===== src/reg_map_pkg.sv =====
// register map of the board control block
// widths, address map, firmware type code and reset values
package reg_map_pkg;

    // ----------------------------
    // widths
    // ----------------------------
    localparam int reg_dwidth       = 16;
    localparam int reg_awidth       = 7;
    localparam int eth_ports        = 4;
    localparam int cnt_width        = 32;   // rx crc error counter
    localparam int test_array_count = 8;

    // ----------------------------
    // address map
    // ----------------------------
    localparam logic [reg_awidth-1:0] rreg_fw_date    = 7'h00;  // low word, high at +1
    localparam logic [reg_awidth-1:0] rreg_fw_time    = 7'h02;  // low word, high at +1
    localparam logic [reg_awidth-1:0] rreg_fw_type    = 7'h04;
    localparam logic [reg_awidth-1:0] rreg_mac_link   = 7'h05;  // bits 3..0
    localparam logic [reg_awidth-1:0] reg_phy_rst     = 7'h06;  // bits 3..0, low holds phy
    localparam logic [reg_awidth-1:0] reg_mdio_clk    = 7'h07;
    localparam logic [reg_awidth-1:0] reg_mdio_dout   = 7'h08;
    localparam logic [reg_awidth-1:0] reg_mdio_dir    = 7'h09;  // 1 drives the pin
    localparam logic [reg_awidth-1:0] rreg_mdio_din   = 7'h0A;
    localparam logic [reg_awidth-1:0] rreg_rxerr_base = 7'h0B;  // port n at base+2n
    localparam logic [reg_awidth-1:0] rreg_rxerr_last = 7'h12;
    localparam logic [reg_awidth-1:0] reg_test_base   = 7'h20;
    localparam logic [reg_awidth-1:0] reg_test_last   = 7'h27;  // base + count - 1

    localparam logic [reg_dwidth-1:0] fw_type_code = 16'h0001;

    // ----------------------------
    // reset values
    // ----------------------------
    localparam logic [eth_ports-1:0]  phy_rst_init = '0;    // all phys held in reset
    localparam logic                  mdio_init    = 1'b0;  // mdc low, pin released
    localparam logic [reg_dwidth-1:0] test_init    = '0;

endpackage


===== src/board_regs.sv =====
`timescale 1ns/1ps
// board register file: write decode, read mux over the full map
// phy reset, mdio bit-bang and test registers
module board_regs #(
    parameter logic [31:0] fw_date = 32'h0,
    parameter logic [31:0] fw_time = 32'h0
) (
    input  logic                                 reg_clk,
    input  logic                                 rst_n_i,
    input  logic                                 wr_en_i,
    input  logic [reg_map_pkg::reg_awidth-1:0]    wr_addr_i,
    input  logic [reg_map_pkg::reg_dwidth-1:0]    wr_data_i,
    input  logic [reg_map_pkg::reg_awidth-1:0]    rd_addr_i,
    input  logic [reg_map_pkg::eth_ports-1:0]     mac_link_i,
    input  logic [reg_map_pkg::eth_ports-1:0][reg_map_pkg::cnt_width-1:0] rxerr_cnt_i,
    input  logic                                 mdio_din_i,
    output logic [reg_map_pkg::reg_dwidth-1:0]    rd_data_o,
    output logic [reg_map_pkg::eth_ports-1:0]     phy_rst_o,
    output logic                                 mdio_clk_o,
    output logic                                 mdio_dout_o,
    output logic                                 mdio_dir_o
);

    localparam int dw    = reg_map_pkg::reg_dwidth;
    localparam int aw    = reg_map_pkg::reg_awidth;
    localparam int idx_w = $clog2(reg_map_pkg::test_array_count);
    localparam int prt_w = $clog2(reg_map_pkg::eth_ports);

    logic [dw-1:0] test_array [reg_map_pkg::test_array_count];
    logic [1:0]    mdio_sync;       // 2-flop input sync
    logic [aw-1:0] test_wr_off;
    logic [aw-1:0] test_rd_off;
    logic [aw-1:0] rx_off;
    logic          test_wr_hit;

    assign test_wr_off = wr_addr_i - reg_map_pkg::reg_test_base;
    assign test_rd_off = rd_addr_i - reg_map_pkg::reg_test_base;
    assign rx_off      = rd_addr_i - reg_map_pkg::rreg_rxerr_base;
    assign test_wr_hit = (wr_addr_i >= reg_map_pkg::reg_test_base) &&
                         (wr_addr_i <= reg_map_pkg::reg_test_last);

    // ----------------------------
    // write decode
    // ----------------------------
    always_ff @(posedge reg_clk or negedge rst_n_i) begin
        if (!rst_n_i) begin
            phy_rst_o   <= reg_map_pkg::phy_rst_init;
            mdio_clk_o  <= reg_map_pkg::mdio_init;
            mdio_dout_o <= reg_map_pkg::mdio_init;
            mdio_dir_o  <= reg_map_pkg::mdio_init;
            for (int i = 0; i < reg_map_pkg::test_array_count; i++) begin
                test_array[i] <= reg_map_pkg::test_init;
            end
        end else if (wr_en_i) begin
            case (wr_addr_i)
                reg_map_pkg::reg_phy_rst:   phy_rst_o   <= wr_data_i[reg_map_pkg::eth_ports-1:0];
                reg_map_pkg::reg_mdio_clk:  mdio_clk_o  <= wr_data_i[0];
                reg_map_pkg::reg_mdio_dout: mdio_dout_o <= wr_data_i[0];
                reg_map_pkg::reg_mdio_dir:  mdio_dir_o  <= wr_data_i[0];
                default: begin
                    if (test_wr_hit) begin
                        test_array[test_wr_off[idx_w-1:0]] <= wr_data_i;
                    end
                end
            endcase
        end
    end

    always_ff @(posedge reg_clk or negedge rst_n_i) begin
        if (!rst_n_i) begin
            mdio_sync <= '0;
        end else begin
            mdio_sync <= {mdio_sync[0], mdio_din_i};
        end
    end

    // ----------------------------
    // read mux, unmapped reads give 0
    // ----------------------------
    always_comb begin
        rd_data_o = '0;
        case (rd_addr_i)
            reg_map_pkg::rreg_fw_date:         rd_data_o = fw_date[0 +: dw];
            reg_map_pkg::rreg_fw_date + 7'd1:  rd_data_o = fw_date[dw +: dw];
            reg_map_pkg::rreg_fw_time:         rd_data_o = fw_time[0 +: dw];
            reg_map_pkg::rreg_fw_time + 7'd1:  rd_data_o = fw_time[dw +: dw];
            reg_map_pkg::rreg_fw_type:         rd_data_o = reg_map_pkg::fw_type_code;
            reg_map_pkg::rreg_mac_link:        rd_data_o[reg_map_pkg::eth_ports-1:0] = mac_link_i;
            reg_map_pkg::reg_phy_rst:          rd_data_o[reg_map_pkg::eth_ports-1:0] = phy_rst_o;
            reg_map_pkg::reg_mdio_clk:         rd_data_o[0] = mdio_clk_o;
            reg_map_pkg::reg_mdio_dout:        rd_data_o[0] = mdio_dout_o;
            reg_map_pkg::reg_mdio_dir:         rd_data_o[0] = mdio_dir_o;
            reg_map_pkg::rreg_mdio_din:        rd_data_o[0] = mdio_sync[1];
            default: begin
                if (rd_addr_i >= reg_map_pkg::rreg_rxerr_base &&
                    rd_addr_i <= reg_map_pkg::rreg_rxerr_last) begin
                    // odd offset is the high word
                    rd_data_o = rxerr_cnt_i[rx_off[prt_w:1]][rx_off[0]*dw +: dw];
                end else if (rd_addr_i >= reg_map_pkg::reg_test_base &&
                             rd_addr_i <= reg_map_pkg::reg_test_last) begin
                    rd_data_o = test_array[test_rd_off[idx_w-1:0]];
                end
            end
        endcase
    end

endmodule


===== config.mk =====
export PLATFORM = sky130hd
export DESIGN_NAME = board_regs
export DESIGN_NICKNAME = d
export VERILOG_FILES = /design/src/reg_map_pkg.sv /design/src/board_regs.sv
export SDC_FILE = /design/constraint.sdc
export NUM_CORES = 1
export LEC_CHECK = 0
export BUFFER_PORTS_ARGS = -buffer_cell sky130_fd_sc_hd__clkbuf_2
export CORE_MARGIN = 2
export CORE_UTILIZATION = 54
export CTS_CLUSTER_DIAMETER = 50
export DETAILED_ROUTE_END_ITERATION = 10
export HOLD_SLACK_MARGIN = 0.15
export MAX_ROUTING_LAYER = met4
export PLACE_DENSITY = 0.86
export SLEW_MARGIN = 10
export SYNTH_ARGS = -nofsm -noshare
export SYNTH_HDL_FRONTEND = slang
export SYNTH_SLANG_ARGS = --single-unit
export TNS_END_PERCENT = 10

===== constraint.sdc =====
create_clock -name reg_clk -period 5.8 [get_ports reg_clk]
set_input_delay 1.16 -clock reg_clk [delete_from_list [all_inputs] [get_ports reg_clk]]
set_output_delay 1.16 -clock reg_clk [all_outputs]
set_load 0.005 [all_outputs]

* Word level (Yosys, flattened, before mapping)
Index checks and enable logic that the tools add are counted.
** Storage, ports and cells
- Bits in registers :: 137
- Bits of input ports :: 166
- Output and inout port bits :: 23
- Logic and storage cells :: 71
** Operators by class
- Add/sub/neg operators :: 3
- $lt $le $gt $ge :: 10
- Equality and inequality tests :: 14
- Shift operators :: 1
- Multiplexer cells :: 13
- Bitwise gates (word level) :: 3
- Reductions and logical operators :: 14
** Operator list (number)
- $bwmux W128 :: 1
- $mux W16 :: 5
- $bmux W32 S2 :: 1
- $bmux W16 S3 :: 1
- $demux W16 S3 :: 1
- $eq A7 B3 Y1 const B :: 6
- $eq A7 B4 Y1 const B :: 5
- $mux W32 :: 1
- $shiftx A32 B6 Y16 :: 1
- $eq A7 B2 Y1 const B :: 2
- $ge A7 B6 Y1 const B :: 2
- $le A7 B6 Y1 const B :: 2
- $mux W12 :: 1
- $reduce_or A11 Y1 :: 1
- $pmux W3 S3 :: 1
- $reduce_or A9 Y1 :: 1
- $ge A4 B4 Y1 const B :: 2
- $not A3 Y4 :: 2
- $pmux W1 S8 :: 1
- $reduce_and A2 Y1 :: 4
- $reduce_or A4 Y1 :: 2
- $eq A7 B1 Y1 const B :: 1
- $ge A7 B4 Y1 const B :: 1
- $le A7 B5 Y1 const B :: 1
- 8 further kinds :: 12

* Logic depth before layout (Yosys ltp)
- Depth after elaboration :: 8
- Mapped depth :: 11
- Depth with buffers taken out :: 6

* Least setup slack after synthesis
No wires, ideal clock.
- Path kind :: in2out
- Start :: input port rd_addr_i[0] (netlist name)
- End :: output port rd_data_o[10] (netlist name)
- Data arrival time :: 4374 ps
- Data required time :: 4640 ps
- Path slack :: 266 ps
- Stages :: 11
- Path buffers :: 6
- Path through :: clkbuf_1 -> buf_2 -> buf_2 -> clkinv_1 -> clkbuf_1 -> ha_1 -> buf_2 -> buf_1 -> mux4_2 -> mux2i_1 -> o22ai_1
** On the way
- Cells in the longest elaborated chain, start to end :: 8
- Elaborated cells on any way between the ends :: 30
- Those cells by class :: add/sub: 2; order compare: 4; eq/ne: 10; shift: 1; mux: 8; bitwise: 1; reduce/logical: 4
** Ends and longest elaborated chain
- from (decl) :: line board_regs.sv:13 : input logic [reg_map_pkg::reg_awidth-1:0] rd_addr_i,
- parallel branches: the longest is 7 deep, another holds $sub A3 B2 Y3
- $mux W12 * :: line board_regs.sv:82 : case (rd_addr_i)
- to (decl) :: line board_regs.sv:17 : output logic [reg_map_pkg::reg_dwidth-1:0] rd_data_o,
Mark *: on every way between the ends. The select of a mux whose other input is x is not followed.

* Worst setup path in the final report
- Start :: input port rd_addr_i[0] (netlist name)
- End :: output port rd_data_o[5] (netlist name)
Same word-level chain as after synthesis.

==> flow_summary.yaml <==
detailed_routing:
  routed_wl_mm: 20.6
  ant_nets: 0
  first_iter_violations: 352
  firstDrtPassIters: 7
  vias: 5465
  routed_via_density: 6.35
  route.detailed.drc: 0
  wl_per_cell_um: 24.0
logic_synthesis:
  ys_seq_area_share_pct: 46.0
  synthDistinctLibCells: 45
  postSynthCellCount: 486
  synth.area.top_cells: "dfrtp_1 46%, mux2_2 20%, mux4_2 18%"
  ys.flop_type: "dfrtp_1"
  synth_nets: 656
  synth_top_area_share_pct: 46.0
  ys_seq_elements: 137
  synth.cell_area_um2: 7460
  synth_area_per_cell_um2: 15.3
  yosysTopAreaCell: "dfrtp_1"
  yosysWarnings: 0
  async_reset_ff_share_pct: 100
  synth-edff-count: 0
sta:
  holdWs_ns: 0.357
  setup_ws_ns: 0.743
  finalCritPeriodShare_pct: 87.2
  fmax_ghz: 0.198
  hold_viol: 0
  period_minus_slack_ns: 5.06
  setup_viol: 0
  rsz0062_at_grt: "no"
  drv_slew: 0
  fin_skew_ns: 0.00000783
  worst_pin_slew_ns: 1.15
  slew-limit-headroom_pct: 22.9
  tns_ns: 0
min_path:
  hp-start: "mdio_sync[0]$_DFF_PN0_"
  hp-class: "reg2reg"
clock_tree:
  postCtsHoldBufs: 0
  cts_htree_levels: 4
  cts-root-buf: "clkbuf_16"
  cts_made_buffers: 17
  cts_resized: 0
  clock_path_buffers: 2
  cts_sinks: 137
  cts_setup_buffers: 0
  clock_latency_ns: 0.42
  cts.clk_slew.worst_paths_ns: 0.05
  cts_tree: "done"
die:
  fp.coreArea_um2: 13300
  io_pins: 189
  die_y_um: 122
  start_util_pct: 55.9
  fp-row-count: 42
  dieArea_um2: 14800
  die_w_um: 122
worst_setup_path:
  cp.required_ns: 4.64
  worstPathArrival_ns: 3.90
  cp-start-kind: "input pin"
  crit_buf_inv: 5
  slowest_stage: "nand3_1"
  slowest_delay_ns: 0.42
  crit_family: "buffers and inverters"
  path_max_fanout: 20
  cp_common_cell: "buf_4"
  r2r_start: "test_array[48]$_DFFE_PN0P_"
  worstSetupPathType: "in2out"
  critPathLaunch: "rd_addr_i[0]"
  end_kind: "primary output"
  path_cells: "buf_2 > clkinv_1 > buf_4 > ha_2 > or3_1 > o21ai_1 > buf_4 > nand3_1 > o22ai_1 > clkbuf_2"
global_route:
  grt_util_all_layers_pct: 29.4
  antenna_found_initial: 1
  grt_remaining_overflow: 0
  first_global_vias: 5919
  grt_max_degree: 82
  grt_first_pass_wirelength_mm: 31.7
run:
  maxCapViolCount: 0
pwr:
  p_leak_nw: 4.49
  power_frac_seq_pct: 42.9
  internal_power_mw: 1.91
  ir_worst_vdd_v: 0.000209
  p_clk_share_pct: 41.7
  p_per_area_nw_per_um2: 277
  sw_frac_of_total_pct: 24.4
  p_switching_mw: 0.614
  power_frac_comb_pct: 15.4
final_layout:
  final_common_cell: "clkbuf_2"
  final_cells: 860
  area_growth_syn_to_layout_pct: 22.2
  final_cell_mix: "186 x clkbuf_2, 137 x dfrtp_1, 135 x mux2_2, 60 x mux4_2, 37 x mux2i_1"
  final_nets: 841
  seq_area_um2: 3430
  layout-drive-gt1-share_pct: 63.3
  fill_cells: 833
  multi_input_area_um2: 3850
placement:
  pre_cts_ws_ns: 0.733
  routabilityCongestion: 1.00
  port_buffers: 188
  post-place-cells: 828
  dp_hpwl_mm: 13.8
outcome:
  status: "finished clean"
==> Yosys cell counts (2+ instances only) <==
master    count
nor4_1        3
mux2_2      135
nor3_1        2
dfrtp_1     137
nor3b_4       2
ha_1          4
a31oi_1       4
nand3_1       3
nand2_1       4
a211oi_1      2
and3_1        2
a32oi_1       3
or3_1         4
buf_2         9
mux2i_1      37
mux2_4        2
nand3b_1      5
o22ai_1      12
nor2_1        5
buf_1         4
inv_1         3
buf_6         4
a221oi_1      3
a21oi_1       2
nand2b_1      2
mux4_2       60
nor2b_1       3
clkbuf_1     13
==> layout make-up <==
cell class	instances	share of cell area (%)
clock buffers	20	5.01
inverters	4	0.165
flip-flops and latches	137	37.6
clock inverters	11	1.35
well taps	176	2.42
repair buffers	198	11.2
diodes	1	0.0275
multi-input cells	313	42.2
==> path summary, 6_finish.rpt <==
check	endpoint	slack (ns)	cells after the start
worst max-delay path	rd_data_o[5]	0.74	10
worst min-delay path	mdio_sync[1]$_DFF_PN0_	0.36	0
worst max register to register	test_array[48]$_DFFE_PN0P_	4.97	1
worst min register to register	mdio_sync[1]$_DFF_PN0_	0.36	0
max in group asynchronous	test_array[28]$_DFFE_PN0P_	3.97	2
min in group asynchronous	test_array[1]$_DFFE_PN0P_	0.59	1
==> power groups by stage <==
stage	logic (mW)	registers, mW	clock network, mW
5_1_grt	0.415	1.09	1.10
3_5_place_dp	0.380	1.09	0
6_report	0.388	1.08	1.05
3_3_place_gp	0.366	1.08	0
4_1_cts	0.388	1.08	1.06
2_1_floorplan	0.243	1.08	0
==> state kept, by name, indices dropped and copies added, names as in the netlist <==
| signal | count |
|---|---|
| mdio_clk_o | 1 |
| mdio_dir_o | 1 |
| mdio_dout_o | 1 |
| mdio_sync | 2 |
| phy_rst_o | 4 |
| test_array | 128 |
==> kinds of logic after synthesis <==
logic type / count (synthesis) / share of synthesized area [%]
mux: 234 / 43.9
flops: 137 / 46.0
buf+inv: 36 / 2.57
compound gates: 32 / 3.04
xor+xnor: 1 / 0.117
fa+ha+maj: 4 / 0.671
simple gates: 42 / 3.74
==> per-stage QoR <==
stage	area [um2]	utilization (%)	power, mW
floorplan	7460	-	1.32
global placement	8530	63.9	1.45
detailed placement	8530	63.9	1.47
CTS	9110	68.2	2.52
global route	9110	68.3	2.60
finish	9110	68.3	2.52
==> layer usage <==
layer / part of all wire, % / up-vias / wire length (um) / global-route usage [%]
met5: 0 / - / 0 / -
met1: 37 / 2765 / 7730 / 33.9
met4: 4.3 / 0 / 883 / 13.8
li1: - / 2297 / - / -
met3: 7.7 / 72 / 1600 / 7.14
met2: 50 / 331 / 10400 / 48.8
Note: power is estimated with default switching activity, not from simulation.
