==> config.mk <==
export PLATFORM = sky130hd
export DESIGN_NAME = rx_err_counters
export DESIGN_NICKNAME = d
export VERILOG_FILES = /design/src/reg_map_pkg.sv /design/src/rx_err_counters.sv
export SDC_FILE = /design/constraint.sdc
export NUM_CORES = 1
export LEC_CHECK = 0
export BUFFER_PORTS_ARGS = -buffer_cell sky130_fd_sc_hd__buf_2
export CAP_MARGIN = 20
export CORE_MARGIN = 1
export CORE_UTILIZATION = 59
export DETAILED_ROUTE_END_ITERATION = 12
export GPL_TIMING_DRIVEN = 0
export HOLD_SLACK_MARGIN = 0.08
export PLACE_DENSITY = 0.86
export SYNTH_ARGS = -nofsm -noshare
export SYNTH_HDL_FRONTEND = slang
export SYNTH_SLANG_ARGS = --single-unit
==> constraint.sdc <==
create_clock -name reg_clk -period 4.57 [get_ports reg_clk]
set_input_delay 0.2285 -clock reg_clk [delete_from_list [all_inputs] [get_ports reg_clk]]
set_output_delay 0.2285 -clock reg_clk [all_outputs]
set_load 0.05 [all_outputs]
==> src/reg_map_pkg.sv <==
// register map of the board control block
// widths, address map, firmware type code and reset values
package reg_map_pkg;

    // ----------------------------
    // widths
    // ----------------------------
    localparam int reg_dwidth       = 16;
    localparam int reg_awidth       = 7;
    localparam int eth_ports        = 4;
    localparam int cnt_width        = 32;   // rx crc error counter
    localparam int test_array_count = 8;

    // ----------------------------
    // address map
    // ----------------------------
    localparam logic [reg_awidth-1:0] rreg_fw_date    = 7'h00;  // low word, high at +1
    localparam logic [reg_awidth-1:0] rreg_fw_time    = 7'h02;  // low word, high at +1
    localparam logic [reg_awidth-1:0] rreg_fw_type    = 7'h04;
    localparam logic [reg_awidth-1:0] rreg_mac_link   = 7'h05;  // bits 3..0
    localparam logic [reg_awidth-1:0] reg_phy_rst     = 7'h06;  // bits 3..0, low holds phy
    localparam logic [reg_awidth-1:0] reg_mdio_clk    = 7'h07;
    localparam logic [reg_awidth-1:0] reg_mdio_dout   = 7'h08;
    localparam logic [reg_awidth-1:0] reg_mdio_dir    = 7'h09;  // 1 drives the pin
    localparam logic [reg_awidth-1:0] rreg_mdio_din   = 7'h0A;
    localparam logic [reg_awidth-1:0] rreg_rxerr_base = 7'h0B;  // port n at base+2n
    localparam logic [reg_awidth-1:0] rreg_rxerr_last = 7'h12;
    localparam logic [reg_awidth-1:0] reg_test_base   = 7'h20;
    localparam logic [reg_awidth-1:0] reg_test_last   = 7'h27;  // base + count - 1

    localparam logic [reg_dwidth-1:0] fw_type_code = 16'h0001;

    // ----------------------------
    // reset values
    // ----------------------------
    localparam logic [eth_ports-1:0]  phy_rst_init = '0;    // all phys held in reset
    localparam logic                  mdio_init    = 1'b0;  // mdc low, pin released
    localparam logic [reg_dwidth-1:0] test_init    = '0;

endpackage

==> src/rx_err_counters.sv <==
`timescale 1ns/1ps
// receive crc error counters, one saturating counter per port
module rx_err_counters (
    input  logic                                 reg_clk,
    input  logic                                 rst_n_i,
    input  logic [reg_map_pkg::eth_ports-1:0]     rx_err_i,
    output logic [reg_map_pkg::eth_ports-1:0][reg_map_pkg::cnt_width-1:0] cnt_o
);

    localparam int cw = reg_map_pkg::cnt_width;

    logic [cw-1:0] cnt_q [reg_map_pkg::eth_ports];

    genvar n;
    generate
        for (n = 0; n < reg_map_pkg::eth_ports; n++) begin : g_port
            always_ff @(posedge reg_clk or negedge rst_n_i) begin
                if (!rst_n_i) begin
                    cnt_q[n] <= '0;
                end else if (rx_err_i[n] && cnt_q[n] != '1) begin
                    cnt_q[n] <= cnt_q[n] + 1'b1;    // stops at all ones
                end
            end

            assign cnt_o[n] = cnt_q[n];
        end
    endgenerate

endmodule

=== After elaboration in Yosys (flattened, before gate mapping) ===
Cells that the tools add are included.

* Flip-flop bits (word level): 128
* Bits of input ports: 6
* Output and inout bits: 128

* Add/sub/neg operators: 4
* Eq/ne operators: 4
* Reduce and logical (&&, ||, !) cells: 4

{| class="wikitable"
|+ Operators with widths
! kind !! number
|-
| adder 32 x 1 -> 32 bit, second input constant || 4
|-
| != test 32 bit, second input constant || 4
|-
| logical AND 1 bit || 4
|}

=== Longest topological paths before layout ===
Gate-level depths: netlist of the first run.

* Word-level depth: 2
* Mapped depth: 7
* Mapped depth without buffers: 6

=== Least setup slack after synthesis of the first run ===
OpenSTA, ideal clock, no wires.

* Path kind: register -> register
* Start: register cnt_q (netlist bit cnt_o[5])
* End: register cnt_q (netlist bit cnt_o[5])
* Library setup time: 0.146 ns
* Arrival: 2.213 ns
* Data required time: 4.424 ns
* Slack: 2.211 ns
* Cell stages (with the launch flop): 7
* Buffers on the path: 1
* Period minus slack after synthesis: 2.359 ns
* Cells stage by stage: dfrtp_1 > nand4_1 > or4_4 > o31a_1 > buf_6 > and3_1 > xor2_1

* Cells in the longest elaborated chain, start to end: 2
* Elaborated cells on any way between the ends: 3

{| class="wikitable"
|+ Ends and longest elaborated chain
! element !! line !! text
|-
| start, declared || rx_err_counters.sv:12 || <nowiki>logic [cw-1:0] cnt_q [reg_map_pkg::eth_ports];</nowiki>
|-
| start signal, assigned by index || rx_err_counters.sv:21 || <nowiki>cnt_q[n] <= cnt_q[n] + 1'b1;</nowiki>
|-
| branches (longest 2 deep; another with adder 32 x 1 -> 32 bit) || -- ||
|}

Several ways; the timed one is not identified.
A chain may end at the register's enable or synchronous reset.

=== Worst setup path after layout of the first run ===
* Start: register cnt_q (netlist bit cnt_o[38])
* End: register cnt_q (netlist bit cnt_o[33])

* Cells in the longest elaborated chain, start to end: 2

{| class="wikitable"
|+ Ends and longest elaborated chain
! element !! line !! text
|-
| != test 32 bit || rx_err_counters.sv:20 || <nowiki>end else if (rx_err_i[n] && cnt_q[n] != '1) begin</nowiki>
|-
| logical AND 1 bit || rx_err_counters.sv:20 ||
|}

No other way between the ends.

==> reports/metrics.yaml, run 1 <==
sta:
  clock_skew_ns: 0.009393
  rsz0062_at_grt: "no"
  period_share_pct: 53.80
  max_freq_ghz: 0.4067
  setup_slack_ns: 2.111
  fin_crit_ns: 2.459
  slew_headroom_pct: 44.79
  whs_ns: 0.1379
  drv_slew: 0
  final-hold-violation-count: 0
  setup_viol: 0
  tns_ns: 0
  tightest_slew_ns: 0.8218
global_routing:
  grt_pass1_vias: 4916
  grt_max_degree: 66
  grt_first_pass_wirelength_mm: 23.76
  overflow: 0
  antenna_found_initial: 0
  grt_usage_pct: 27.18
layout:
  final_layout_size_suffix_gt1_share_pct: 24.53
  largest_reg_flops: 128
  nNetsFinal: 747
  postLayoutCellArea_um2: 7675
  final_cell_mix: "135 x buf_2, 128 x dfrtp_1, 74 x xnor2_1"
  layout_commonest_cell: "buf_2"
  synthToLayoutAreaGrowth_pct: 23.77
  fill_cells: 735
  antennaDiodeCount: 0
  final_util_pct: 74.68
logic_synthesis:
  yosys.cell_types.count: 45
  syn_inst: 580
  syn-num-nets: 590
  synth-seq-cells: 128
  yosys_warnings: 0
  async_flop_share_pct: 100.0
  synth-main-ff-cell: "dfrtp_1"
  synth-seq-area-share_pct: 51.65
  synth_edf_count: 0
  syn-cell-area_um2: 6201
  syn_avg_cell_area_um2: 10.69
drt:
  drc: 0
  avgRoutedWirePerCell_um: 16.01
  routed_wl_mm: 14.19
  antenna_left: 0
  num_vias: 5190
  drt_iter0_markers: 278
  dr.pass1.iters: 4
  avgViaCountPerCell: 5.858
clock_tree:
  cts_tree: "built"
  cts_resized: 0
  clk_pin_slew_ns: 0.06
  cts-htree-levels: 4
  cts_root_buffer: "clkbuf_8"
  cts_buffers: 17
  cts_max_path_buffers: 2
  cts_setup_buffers: 0
  cts_hold_buf: 4
  clkLatencyLatePin_ns: 0.52
  clock_sinks: 128
placed_design:
  io_buffers: 133
  gp_congestion: 0.8499
  pre_cts_ws_ns: 2.225
  place_area_um2: 7071
  dp_hpwl_mm: 9.808
worst_hold_path:
  holdCritPathClass: "primary input to flop"
  whs_path_depth: 5
setup_path:
  crit_type: "flop to flop"
  rr_worst_depth: 5
  end_kind: "flop"
  arrival_ns: 2.85
  crit_fanout: 7
  worstPathRequired_ns: 4.96
  worst_setup_path_start_kind: "flop"
run:
  cap_violations: 0
floorplan:
  die_area_um2: 10920
  die_y_um: 104.5
  start_util_pct: 60.34
  die-width_um: 104.5
  ios: 134
  fp-row-count: 37
  core_um2: 10280
status:
  outcome: "completed"
power:
  vdd_drop_max_mv: 0.5921
  p_leak_nw: 3.831
  power.density_nw_per_um2: 455.8
## path summary, 6_finish.rpt
path | start | to | slack [ns]
max | cnt_o[38] | cnt_o[33] | 2.11
min | rx_err_i[2] | cnt_o[69] | 0.14
max reg2reg | cnt_o[38] | cnt_o[33] | 2.11
min reg2reg | cnt_o[44] | cnt_o[44] | 0.49
max in group asynchronous | rst_n_i | cnt_o[2] | 3.59
min in group asynchronous | rst_n_i | cnt_o[49] | 0.26
## Yosys cell counts, types with 3 or more instances
cell,n,area [um^2]
nand4_1,49,306.5
ha_1,4,50.05
a21oi_1,6,30.03
dfrtp_1,128,3203
o31ai_1,3,22.52
buf_2,3,15.01
or4_4,3,33.78
nor2_1,26,97.59
or3_1,3,18.77
xnor2_1,74,648.1
xor2_1,45,394.1
inv_1,13,48.80
nand3_1,50,250.2
clkbuf_1,4,15.01
nand2_1,52,195.2
and3_1,26,162.7
and4_1,12,105.1
nor4_1,11,68.82
nor3_1,28,140.1
and2_1,9,56.30
## cell families after synthesis
group / count (synthesis) / share of synthesized area (%)
buffers and inverters: 22 / 1.574
AND/OR/NAND/NOR: 282 / 25.36
adder cells (fa/ha/maj): 4 / 0.8071
XOR/XNOR: 119 / 16.81
flip-flops: 128 / 51.65
AO/OA/AOI/OAI: 21 / 3.067
multiplexers: 4 / 0.7263
## stage by stage
| step | std cells | total power, mW |
|---|---|---|
| 6_report | 886 | 3.498 |
| 5_1_grt | 886 | 3.645 |
| 4_1_cts | 886 | 3.518 |
| 3_5_place_dp | 850 | 2.226 |
| 3_3_place_gp | 849 | 2.199 |
| 2_1_floorplan | 580 | 2.007 |
## power by group
group / internal, mW / leakage [nW] / total, mW / switching, mW
clock: 0.801 / 0.271 / 1.29 / 0.485
sequential: 1.25 / 1.70 / 1.42 / 0.168
combinational: 0.213 / 1.86 / 0.794 / 0.581
## worst max-delay path, cell delays in order, from the launching register on
cell	delay (ns)
dfrtp_1	0.45
nand4_1	0.28
nor4_2	0.68
nand4_1	0.36
nand2_1	0.23
mux2_1	0.34
## metal layers
layer	track usage, %	vias up	share of wire [%]	wire length [um]
met1	35.20	2569	43	6106
met2	44.09	186	50	7069
li1	-	2405	-	-
met3	5.639	30	5.1	725
met4	12.24	0	2.0	284
met5	0	-	0	0
## area by class of cell
cell class | count | area [um^2] | area share [%]
well taps | 136 | 170.2 | 2.217
clock inverters | 10 | 111.4 | 1.451
repair buffers | 138 | 739.5 | 9.635
flip-flops and latches | 128 | 3203 | 41.73
inverters | 13 | 48.80 | 0.6358
clock buffers | 22 | 452.9 | 5.902
plain buffers | 9 | 48.80 | 0.6358
multi-input cells | 430 | 2900 | 37.79
Power figures use the tool's default switching activity.
==> run 2: changes to the inputs <==
- CORE_UTILIZATION: 59 -> 55
- PLACE_DENSITY: 0.86 -> 0.81
- clock period: 4.57 -> 2.3 ns (I/O delays scaled with it)
==> run 2 against run 1 <==
Compared with the run above: non-clock buffer count is 1 higher; utilization shrank 3.6 points; die area up 7.1%; combinational power is 100% higher; clock-buffer cell count decreased by 1; register-to-register slack worse by 2.0 ns; largest cell class unchanged.
==> reports/metrics.yaml, run 2 (same netlist as run 1, synthesis figures left out) <==
drt:
  drt_iter0_markers: 299  # +7.6%
  avgViaCountPerCell: 5.788  # -1.2%
  drc: 0  # unchanged
  antenna_left: 0  # unchanged
  dr.pass1.iters: 4  # unchanged
  num_vias: 5157  # -0.64%
  routed_wl_mm: 14.50  # +2.2%
  avgRoutedWirePerCell_um: 16.27  # +1.7%
global_routing:
  overflow: 0  # unchanged
  grt_first_pass_wirelength_mm: 23.63  # -0.55%
  grt_pass1_vias: 4962  # +0.94%
  antenna_found_initial: 0  # unchanged
  grt_usage_pct: 25.93  # -1.2 points
  grt_max_degree: 78  # +18%
setup_path:
  arrival_ns: 2.52  # -0.33 ns
  critPathCapture: "cnt_o[55]"
  worstPathRequired_ns: 2.60  # -2.36 ns
  worst_setup_path_start_kind: "flop"
  reg2reg_to: "cnt_o[55]"
  r2r_start: "cnt_o[40]"
  end_kind: "flop"
  timing.reg2reg.setup_slack_ns: 0.08  # -2.03 ns
  crit_type: "flop to flop"
  critPathLaunch: "cnt_o[40]"
  crit_fanout: 4  # -3
  rr_worst_depth: 5  # unchanged
sta:
  tns_ns: 0  # unchanged
  fin_crit_ns: 2.217  # -0.2412 ns
  period_share_pct: 96.41  # +43 points
  final-hold-violation-count: 0  # unchanged
  whs_ns: 0.1280  # -0.009953 ns
  tightest_slew_ns: 0.5536  # -0.2682 ns
  setup_viol: 0  # unchanged
  max_freq_ghz: 0.4510  # +11%
  slew_headroom_pct: 62.92  # +18 points
  drv_slew: 0  # unchanged
  rsz0062_at_grt: "no"
  clock_skew_ns: 0.006021  # -0.003371 ns
placed_design:
  gp_congestion: 0.8618  # +1.4%
  post-place-cells: 854  # +0.47%
  dp_hpwl_mm: 9.855  # +0.49%
  place_area_um2: 7092  # +0.30%
  io_buffers: 133  # unchanged
power:
  p_leak_nw: 3.871  # +1.0%
  power_mw: 7.078  # +100%
  vdd_drop_max_mv: 0.8151  # +38%
  power.density_nw_per_um2: 910.0  # +100%
floorplan:
  die_area_um2: 11700  # +7.1%
  core_um2: 10940  # +6.4%
  ios: 134  # unchanged
  die_y_um: 108.2  # +3.5%
  start_util_pct: 56.70  # -3.6 points
  die-width_um: 108.2  # +3.5%
  fp-row-count: 38  # +2.7%
layout:
  nNetsFinal: 748  # +0.13%
  antennaDiodeCount: 0  # unchanged
  largest_reg_flops: 128  # unchanged
  postLayoutCellArea_um2: 7777  # +1.3%
  final_cell_mix: "135 x buf_2, 115 x dfrtp_1, 74 x xnor2_1"
  layoutNonFillerInstCount: 891  # +0.56%
  layout_commonest_cell: "buf_2"
  final_layout_size_suffix_gt1_share_pct: 27.43  # +2.9 points
  synthToLayoutAreaGrowth_pct: 25.42
clock_tree:
  cts_buffers: 17  # unchanged
  cts_tree: "built"
  cts_max_path_buffers: 2  # unchanged
  cts-htree-levels: 4  # unchanged
  clk_pin_slew_ns: 0.05  # about the same
  cts_root_buffer: "clkbuf_16"
  clock_sinks: 128  # unchanged
  clkLatencyLatePin_ns: 0.42  # -0.10 ns
run:
  cap_violations: 0  # unchanged
status:
  outcome: "completed"
worst_hold_path:
  holdCritPathClass: "primary input to flop"
run 2: report_power, final:
part	switching (mW)	internal (mW)	total, mW
clock network	0.983	1.67	2.65
registers	0.330	2.50	2.83
logic	1.17	0.425	1.60
run 2: critical path: stages (launching register included):
cell and delay [ns]:
dfrtp_1 0.42, nand4_1 0.25, or4_4 0.63, a311oi_2 0.43, nand4_1 0.19, xnor2_1 0.17
run 2: worst min-delay path by stage:
| stage | startpoint | endpoint | slack (ns) | depth (start not counted) |
|---|---|---|---|---|
| after floorplan | rst_n_i | cnt_o[0] | -0.18 | 0 |
| after global placement | rx_err_i[3] | cnt_o[98] | 0.43 | 3 |
| after detailed placement | rst_n_i | cnt_o[61] | 0.1 | 1 |
| after CTS | rx_err_i[2] | cnt_o[69] | 0.11 | 5 |
| after global routing | rx_err_i[2] | cnt_o[69] | 0.14 | 5 |
| final | rx_err_i[2] | cnt_o[69] | 0.13 | 5 |
run 2: layout make-up:
class / count / area (um^2)
tap: 140 / 175.2
clock buffer: 21 / 470.5
timing repair buffer: 140 / 754.5
inverter: 13 / 48.80
fill: 792 / 3158
buffer: 8 / 46.29
sequential: 128 / 3219
clock inverter: 11 / 112.6
multi-input combinational: 430 / 2950
run 2: metrics by stage:
step	util (%)	worst slack, ns
floorplan	-	-0.01083
global placement	64.54	-0.6782
detailed placement	64.85	0.05597
CTS	70.51	0.05049
global route	71.12	0.01528
finish	71.12	0.08263
run 2: per-layer routing:
metal / routed length [um] / up-vias / GRT usage, %
met4: 271 / 0 / 10.76
met5: 0 / - / 0
li1: - / 2407 / -
met1: 6268 / 2562 / 32.26
met2: 7208 / 162 / 43.27
met3: 753 / 26 / 6.209
run 2: what timing repair did:
action                                  4_1_cts  5_1_grt
gates resized for setup                       0       10
setup buffers                                 0        2
hold buffers                                  4        0
endpoints found under the setup margin        1       18
pin swaps                                     0        1
hold endpoints to repair                     56        0
