File: src/status_blink.sv
`timescale 1ns/1ps
// status led blinker
// millisecond prescaler, half-period ms count, led toggle
module status_blink #(
    parameter int clk_per_ms    = 125000,
    parameter int blink_half_ms = 250
) (
    input  logic reg_clk,
    input  logic rst_n_i,
    output logic led_o
);

    localparam int pre_w = $clog2(clk_per_ms + 1);
    localparam int ms_w  = $clog2(blink_half_ms + 1);
    localparam logic [pre_w-1:0] pre_last = pre_w'(clk_per_ms - 1);
    localparam logic [ms_w-1:0]  ms_last  = ms_w'(blink_half_ms - 1);

    logic [pre_w-1:0] pre_cnt;
    logic [ms_w-1:0]  ms_cnt;
    logic             ms_tick;

    // ----------------------------
    // prescaler
    // ----------------------------
    always_ff @(posedge reg_clk or negedge rst_n_i) begin
        if (!rst_n_i) begin
            pre_cnt <= '0;
            ms_tick <= 1'b0;
        end else if (pre_cnt == pre_last) begin
            pre_cnt <= '0;
            ms_tick <= 1'b1;    // one pulse per ms
        end else begin
            pre_cnt <= pre_cnt + 1'b1;
            ms_tick <= 1'b0;
        end
    end

    always_ff @(posedge reg_clk or negedge rst_n_i) begin
        if (!rst_n_i) begin
            ms_cnt <= '0;
            led_o  <= 1'b0;
        end else if (ms_tick) begin
            if (ms_cnt == ms_last) begin
                ms_cnt <= '0;
                led_o  <= ~led_o;   // half period done
            end else begin
                ms_cnt <= ms_cnt + 1'b1;
            end
        end
    end

endmodule

File: config.mk
export PLATFORM = sky130hd
export DESIGN_NAME = status_blink
export DESIGN_NICKNAME = d
export VERILOG_FILES = /design/src/status_blink.sv
export SDC_FILE = /design/constraint.sdc
export NUM_CORES = 1
export LEC_CHECK = 0
export ABC_CLOCK_PERIOD_IN_PS = 1680
export BUFFER_PORTS_ARGS = -buffer_cell sky130_fd_sc_hd__buf_2
export CAP_MARGIN = 5
export CORE_MARGIN = 4
export CORE_UTILIZATION = 57
export CTS_BUF_LIST = sky130_fd_sc_hd__clkbuf_4
export DETAILED_ROUTE_END_ITERATION = 8
export GPL_TIMING_DRIVEN = 1
export PLACE_DENSITY = 0.89
export SYNTH_ARGS = -nofsm -noshare
export SYNTH_HDL_FRONTEND = slang
export SYNTH_SLANG_ARGS = --single-unit
File: constraint.sdc
create_clock -name reg_clk -period 1.68 [get_ports reg_clk]
set_input_delay 0.168 -clock reg_clk [delete_from_list [all_inputs] [get_ports reg_clk]]
set_output_delay 0.168 -clock reg_clk [all_outputs]
set_load 0.05 [all_outputs]
* After elaboration in Yosys (flattened, before gate mapping)
Cells that the tools add are included.
** Storage, ports and cells
- Logic and storage cells :: 13
- Input port bits :: 2
- Register bits :: 27
- Output and inout port bits :: 1
** Cells by class
- Mux-type cells :: 3
- Bitwise gates (word level) :: 1
- Reductions and logical operators :: 1
- $add $sub $neg :: 2
- Equality and inequality tests :: 2
** Operators by type and width (number)
- adder 17 x 1 -> 17 bit, second input constant :: 1
- equality test 17 bit, second input constant :: 1
- 2-to-1 mux 17 bit :: 1
- adder 8 x 1 -> 8 bit, second input constant :: 1
- equality test 8 bit, second input constant :: 1
- 2-to-1 mux 8 bit :: 1
- AND reduction 2 bit :: 1
- 2-to-1 mux 1 bit :: 1
- inverter 1 bit :: 1

* Logic depth before layout (Yosys ltp)
Gate-level depths: netlist of the first run.
- Depth in word-level cells :: 2
- Gate-level depth with buffers :: 6
- Mapped depth without buffers :: 6

* Worst setup path before layout of the first run
No wires, ideal clock.
- Kind :: register to register
- From :: register pre_cnt[9]
- To :: register pre_cnt[16]
- Library setup time :: 0.134 ns
- Cell stages (with the launch flop) :: 6
- Period minus slack after synthesis :: 1.572 ns
- Path buffers :: 1
- Slack :: 0.108 ns
- Data arrival time :: 1.438 ns
- Required time :: 1.546 ns
- Path through :: dfrtp_1 or4_1 nor3_1 and4b_1 buf_4 a21oi_1
** On the way
- Cells in the longest elaborated chain, start to end :: 2
- Elaborated cells on any way between the ends :: 3
- Those cells by class :: 1 x add/sub; 1 x eq/ne; 1 x mux
** RTL lines
- start, declared :: RTL line 18 : logic [pre_w-1:0] pre_cnt;
- start signal, assigned :: RTL line 33 : pre_cnt <= pre_cnt + 1'b1;
- adder 17 x 1 -> 17 bit / equality test 17 bit (equally long branches) :: RTL line 33, 29
- 2-to-1 mux 17 bit * :: RTL line 29 : end else if (pre_cnt == pre_last) begin
Every way passes the cells marked *; elsewhere a longest branch is shown, timed or not.
A chain may end at the register's enable or synchronous reset.

* Worst setup path after layout of the first run
- From :: register pre_cnt[8]
- To :: register pre_cnt[16]
Same word-level chain as after synthesis.

==> results of run 1 <==
==> synthesized netlist by cell type <==
library cell	number	area [sq um]
nor4b_1	1	8.760
and4b_1	1	10.01
o31ai_1	2	15.01
nor2b_1	1	6.260
o41ai_1	1	8.760
o22ai_1	1	6.260
buf_4	1	7.510
nor2_1	10	37.54
or2_1	1	6.260
nand2_1	10	37.54
o21a_1	1	7.510
nor4_1	2	12.51
or4b_1	1	10.01
or4_1	1	7.510
and3_1	4	25.02
a21o_1	1	7.510
dfrtp_1	27	675.7
and4_2	1	10.01
xor2_1	5	43.79
nand4_1	5	31.28
a21oi_1	5	25.02
a31oi_1	1	6.260
clkbuf_1	2	7.510
ha_1	3	37.54
nor3_1	2	10.01
or3_1	1	6.260
nand3_1	7	35.03
or2_2	1	6.260
and4_1	1	8.760
xnor2_1	11	96.34
inv_1	1	3.750
nand2b_1	3	18.77
nand3_2	1	10.01
o21ai_0	5	25.02
==> per-layer routing <==
| layer | vias to the layer above | GRT usage (%) |
|---|---|---|
| met3 | 12 | 2.797 |
| li1 | 454 | - |
| met5 | - | 0 |
| met4 | 0 | 9.375 |
| met1 | 460 | 20.27 |
| met2 | 33 | 25.17 |
==> power groups by stage <==
stage                logic [mW]  clock network, mW  registers, mW
global route             0.0170              0.329          0.650
floorplan           0.000000206                  0          0.662
CTS                      0.0152              0.291          0.650
global placement         0.0132                  0          0.662
detailed placement       0.0135                  0          0.662
finish                   0.0143              0.286          0.650
==> flip-flops by register name (all words and copies together) (netlist names) <==
signal	cells
led_o	1
ms_cnt	8
ms_tick	1
pre_cnt	17
==> per-stage QoR <==
| stage | cell area (sq um) | worst slack, ns |
|---|---|---|
| 4_1_cts | 1393 | 0.04887 |
| 5_1_grt | 1413 | -0.002974 |
| 6_report | 1413 | 0.01947 |
| 3_3_place_gp | 1353 | 0.09930 |
| 2_1_floorplan | 1271 | 0.1075 |
| 3_5_place_dp | 1353 | 0.08356 |
==> area by class of cell <==
cell class,count,area (sq um)
multi-input combinational,90,589.3
fill,148,629.4
timing repair buffer,10,80.08
sequential,27,675.6
clock buffer,4,30.03
inverter,1,3.754
tap,27,33.78
==> cell families after synthesis <==
family	count (synthesis)	share of synthesized area (%)
xor gates and xnor gates	16	11.02
buffers and inverters	4	1.477
adders and majority gates	3	2.953
AOI/OAI and AO/OA	17	7.973
DFF	27	53.15
and+or+nand+nor	54	23.43
==> worst max path at each step <==
stage                                       end  slack, ns  depth (start not counted)
final                     pre_cnt[16]$_DFF_PN0_       0.02                          5
after global routing      pre_cnt[16]$_DFF_PN0_     -0.003                          5
after CTS                 pre_cnt[11]$_DFF_PN0_       0.05                          5
after detailed placement  pre_cnt[11]$_DFF_PN0_       0.08                          5
after global placement     pre_cnt[6]$_DFF_PN0_        0.1                          5
after floorplan           pre_cnt[16]$_DFF_PN0_       0.11                          5
==> cells in the final DEF, fill, tap and decap left out, drive strengths merged, types with 2 or more instances in the layout <==
cell    synthesis  final
dfrtp          27     27
xnor2          11     11
nor2           10     10
nand2          10     10
buf             1      9
nand3           8      8
nand4           5      5
o21ai           5      5
a21oi           5      5
xor2            5      5
and3            4      4
clkbuf          2      4
nand2b          3      3
ha              3      3
nor4            2      2
nor3            2      2
o31ai           2      2
or2             2      2
and4            2      2
==> timing repair <==
item                                   CTS  global route
gates resized for setup                  0             5
endpoints found under the hold margin   27             0
setup endpoints to repair                0             9
hold buffers                             1             0
==> results.py, run 1 <==
metrics = {
    "critical_path": {
        "critPathCaptureType": "register",
        "ff2ff_path_depth": 5,
        "cp_cell_sequence": "buf_4 > and4_1 > nand3_2 > or4b_1 > a21oi_1",
        "r2r_start": "pre_cnt[8]$_DFF_PN0_",
        "r2r-end": "pre_cnt[16]$_DFF_PN0_",
        "slowest_stage": "or4b_1",
        "cp_slowest_stage_delay_ns": 0.54,
        "critPathBufInv": 1,
        "start_kind": "register",
        "critPathArrivalTime_ns": 1.92,
        "cp_max_fo": 5,
        "critPathLaunch": "pre_cnt[8]$_DFF_PN0_",
        "critical_path_class": "reg -> reg",
        "r2r_slack_ns": 0.02,
        "critPathTopFamily": "simple AND/OR/NAND/NOR gates",
        "cp.required_ns": 1.94,
    },
    "clock_network": {
        "cts_root_buf": "clkbuf_4",
        "post_cts_buffers": 0,
        "clkSinkCount": 27,
        "htree_num_levels": 1,
        "cts_inserted_buffers": 3,
        "cts_tree": "yes",
        "cts_max_path_buffers": 2,
        "path_clk_slew_ns": 0.14,
        "worstSkewPairLatency_ns": 0.32,
    },
    "placement": {
        "place_inst": 154,
        "place_congestion": 0.7990,
        "io_buffers": 2,
        "post-dp-hpwl_um": 1551,
    },
    "drt": {
        "met1Wirelength_um": 1097,
        "vias": 959,
        "drt_wl_total_um": 2402,
        "drt-initial-drc-count": 40,
        "dr.pass1.iters": 4,
        "viasPerCell": 6.031,
        "drc_errors": 0,
        "wl_met3_um": 106,
        "highest_layer": "met4",
        "wl_per_cell_um": 15.11,
        "met2WireLength_um": 1123,
        "ant_nets": 0,
    },
    "pwr": {
        "powerDensity_mw_per_mm2": 673.0,
        "combPwrFrac_pct": 1.5,
        "power_uw": 950.6,
        "seqPwrFrac_pct": 68.4,
        "power_leakage_nw": 0.6320,
        "p_clk_share_pct": 30.1,
        "p_int_uw": 761.2,
        "ir_drop_mv": 0.5275,
        "p_sw_share_pct": 19.93,
        "switchingPower_uw": 189.5,
    },
    "run": {
        "drv_cap": 0,
    },
    "sta": {
        "setup_viol": 0,
        "tightest_slew_ns": 0.5844,
        "maxSlewHeadroom_pct": 61.04,
        "fin_skew_ns": 0.008803,
        "drv_slew": 0,
        "final-hold-violation-count": 0,
        "period_needed_ns": 1.661,
        "whs_ns": 0.3623,
        "clock.fmax_ghz": 0.6022,
        "min_period_over_period_pct": 98.84,
        "fin_setup_tns_ns": 0,
    },
    "global_route": {
        "grtUsageTotal_pct": 15.90,
        "grt_pass1_wl_um": 3891,
        "grt_pass1_vias": 950,
        "antenna_found_initial": 0,
        "overflow": 0,
        "grt_max_degree": 28,
    },
    "die": {
        "dieArea_sq_mm": 0.003050,
        "row_count": 16,
        "die_w_um": 55.23,
        "die_h_um": 55.23,
        "pin_count": 3,
        "start_util_pct": 62.25,
        "core-area_sq_mm": 0.002042,
    },
    "synthesis": {
        "yosysSeqAreaShare_pct": 53.15,
        "mappedNetlistArea_sq_mm": 0.001271,
        "ys_seq_elements": 27,
        "netlist_instances": 121,
        "syn_nets": 126,
        "synth_area_per_cell_sq_um": 10.51,
        "yosys_warnings": 0,
        "yosysUniqueCellTypes": 34,
    },
    "hold_path": {
        "worst_hold_path_type": "in -> async",
    },
    "status": {
        "outcome": "finished, final reports clean",
    },
    "final_layout": {
        "antennaDiodeCount": 0,
        "layout-drive-gt1-share_pct": 14.39,
        "fin_nets": 138,
        "fin_cells": 159,
        "finish.utilization_pct": 69.18,
        "area_growth_pct": 11.12,
    },
}
Power figures use the tool's default switching activity.
==> inputs of run 2 (changes only) <==
--- a/config.mk
+++ b/config.mk
@@ -8,7 +8,7 @@
 export ABC_CLOCK_PERIOD_IN_PS = 1680
 export BUFFER_PORTS_ARGS = -buffer_cell sky130_fd_sc_hd__buf_2
 export CAP_MARGIN = 5
-export CORE_MARGIN = 4
+export CORE_MARGIN = 1.5
 export CORE_UTILIZATION = 57
 export CTS_BUF_LIST = sky130_fd_sc_hd__clkbuf_4
 export DETAILED_ROUTE_END_ITERATION = 8
==> results.py, run 2 (synthesis results as in run 1) <==
metrics = {
    "placement": {
        "place_congestion": 0.8345,
        "io_buffers": 2,
        "post-dp-hpwl_um": 1636,
        "dpl_cell_area_sq_mm": 0.001345,
        "pre_cts_slack_ns": -0.05992,
        "place_inst": 153,
    },
    "pwr": {
        "seqPwrFrac_pct": 69.7,
        "powerDensity_mw_per_mm2": 662.6,
        "p_sw_share_pct": 20.50,
        "power_leakage_nw": 0.6289,
        "switchingPower_uw": 191.2,
        "p_clk_share_pct": 28.8,
        "ir_drop_mv": 0.5944,
        "p_int_uw": 741.5,
        "power_uw": 932.6,
        "combPwrFrac_pct": 1.5,
    },
    "die": {
        "die_w_um": 50.23,
        "start_util_pct": 62.87,
        "pin_count": 3,
        "core-area_sq_mm": 0.002022,
        "dieArea_sq_mm": 0.002523,
        "die_h_um": 50.23,
        "row_count": 16,
    },
    "critical_path": {
        "r2r_slack_ns": 0.05,
        "critPathArrivalTime_ns": 1.88,
        "critPathCaptureType": "register",
        "start_kind": "register",
        "critical_path_class": "reg -> reg",
        "cp_max_fo": 4,
        "cp.required_ns": 1.93,
    },
    "sta": {
        "whs_ns": 0.3538,
        "clock.fmax_ghz": 0.6137,
        "drv_slew": 0,
        "setup_slack_ns": 0.05051,
        "period_needed_ns": 1.629,
        "setup_viol": 0,
        "fin_skew_ns": 0.006909,
        "tightest_slew_ns": 0.5650,
        "final-hold-violation-count": 0,
        "maxSlewHeadroom_pct": 62.34,
        "min_period_over_period_pct": 96.99,
        "fin_setup_tns_ns": 0,
    },
    "drt": {
        "wl_per_cell_um": 13.99,
        "ant_nets": 0,
        "drc_errors": 0,
        "dr.pass1.iters": 4,
        "drt_wl_total_um": 2225,
        "vias": 936,
        "drt-initial-drc-count": 24,
        "viasPerCell": 5.887,
    },
    "global_route": {
        "overflow": 0,
        "use_met2_pct": 36.18,
        "grt_pass1_wl_um": 3850,
        "grtUsageTotal_pct": 20.08,
        "grt_max_degree": 28,
        "grt_pass1_vias": 913,
        "antenna_found_initial": 0,
        "grt_use_met3_pct": 4.464,
        "grt_use_met1_pct": 24.25,
        "gr-max-usage-layer": "met2",
    },
    "clock_network": {
        "htree_num_levels": 1,
        "cts_max_path_buffers": 2,
        "cts_tree": "yes",
        "path_clk_slew_ns": 0.14,
        "post_cts_buffers": 0,
        "cts_root_buf": "clkbuf_4",
        "clkSinkCount": 27,
        "worstSkewPairLatency_ns": 0.32,
        "cts_inserted_buffers": 3,
    },
    "final_layout": {
        "layout-drive-gt1-share_pct": 15.15,
        "antennaDiodeCount": 0,
        "top_register": "pre_cnt",
        "fin_area_sq_mm": 0.001408,
        "fin_nets": 138,
        "fin_cells": 159,
        "final_cell_mix": "27 x dfrtp_1, 11 x xnor2_1, 10 x nor2_1, 10 x nand2_1",
        "largestRegisters": "pre_cnt x17, ms_cnt x8",
        "area_growth_pct": 10.73,
        "largest_reg_flops": 17,
        "finish.utilization_pct": 69.62,
        "layout_commonest_cell": "dfrtp_1",
    },
    "hold_path": {
        "worst_hold_path_type": "in -> async",
    },
    "status": {
        "outcome": "finished, final reports clean",
    },
    "run": {
        "drv_cap": 0,
    },
}
-- run 2: cell types whose count changed in the layout (fill, tap and decap cells not counted) --
cell	previous run	this run
nor3_1	2	1
nor3_2	0	1
and4b_2	0	2
clkinv_2	0	1
buf_4	5	6
nand3_2	3	2
and4b_1	1	0
nand3_1	5	6
buf_6	2	0
clkbuf_4	4	3
-- run 2: final timing paths --
kind / to / depth (start not counted) / start
hold reg to reg: led_o$_DFFE_PN0P_ / 1 / led_o$_DFFE_PN0P_
hold / removal: pre_cnt[11]$_DFF_PN0_ / 2 / rst_n_i
max in group asynchronous: pre_cnt[5]$_DFF_PN0_ / 2 / rst_n_i
min in group reg_clk: led_o$_DFFE_PN0P_ / 1 / led_o$_DFFE_PN0P_
setup reg to reg: pre_cnt[16]$_DFF_PN0_ / 5 / pre_cnt[0]$_DFF_PN0_
setup / recovery: pre_cnt[16]$_DFF_PN0_ / 5 / pre_cnt[0]$_DFF_PN0_
-- run 2: power by group through the flow --
| stage | clock network (mW) | logic [mW] | registers (mW) |
|---|---|---|---|
| CTS | 0.283 | 0.0150 | 0.650 |
| finish | 0.269 | 0.0140 | 0.650 |
| global placement | 0 | 0.0130 | 0.662 |
| global route | 0.301 | 0.0173 | 0.650 |
| detailed placement | 0 | 0.0134 | 0.662 |
| floorplan | 0 | 0.000000206 | 0.662 |
-- run 2: final cells by class --
cell class	instances	area, sq um
Sequential cell	27	675.6
Fill cell	150	614.3
Multi-Input combinational cell	91	601.8
Timing Repair Buffer	9	65.06
Tap cell	27	33.78
Clock buffer	3	22.52
Clock inverter	1	5.005
Inverter	1	3.754
-- run 2: timing repair --
action | CTS | global route
gates cloned | 0 | 1
setup endpoints to repair | 9 | 10
hold endpoints to repair | 27 | 0
pin swaps | 0 | 2
hold buffers | 1 | 0
gates resized for setup | 1 | 4
-- run 2: routing by layer --
metal,wire (um),part of all wire [%]
met5,0,0
met1,923,41
met2,1172,53
met4,40,1.8
met3,89,4.0
-- run 2: critical path, stage by stage, from the launching register on --
cell and delay [ns]:
dfrtp_1 0.41, ha_2 0.24, nand3_2 0.14, nor2_1 0.17, or4b_1 0.44, a21oi_1 0.16
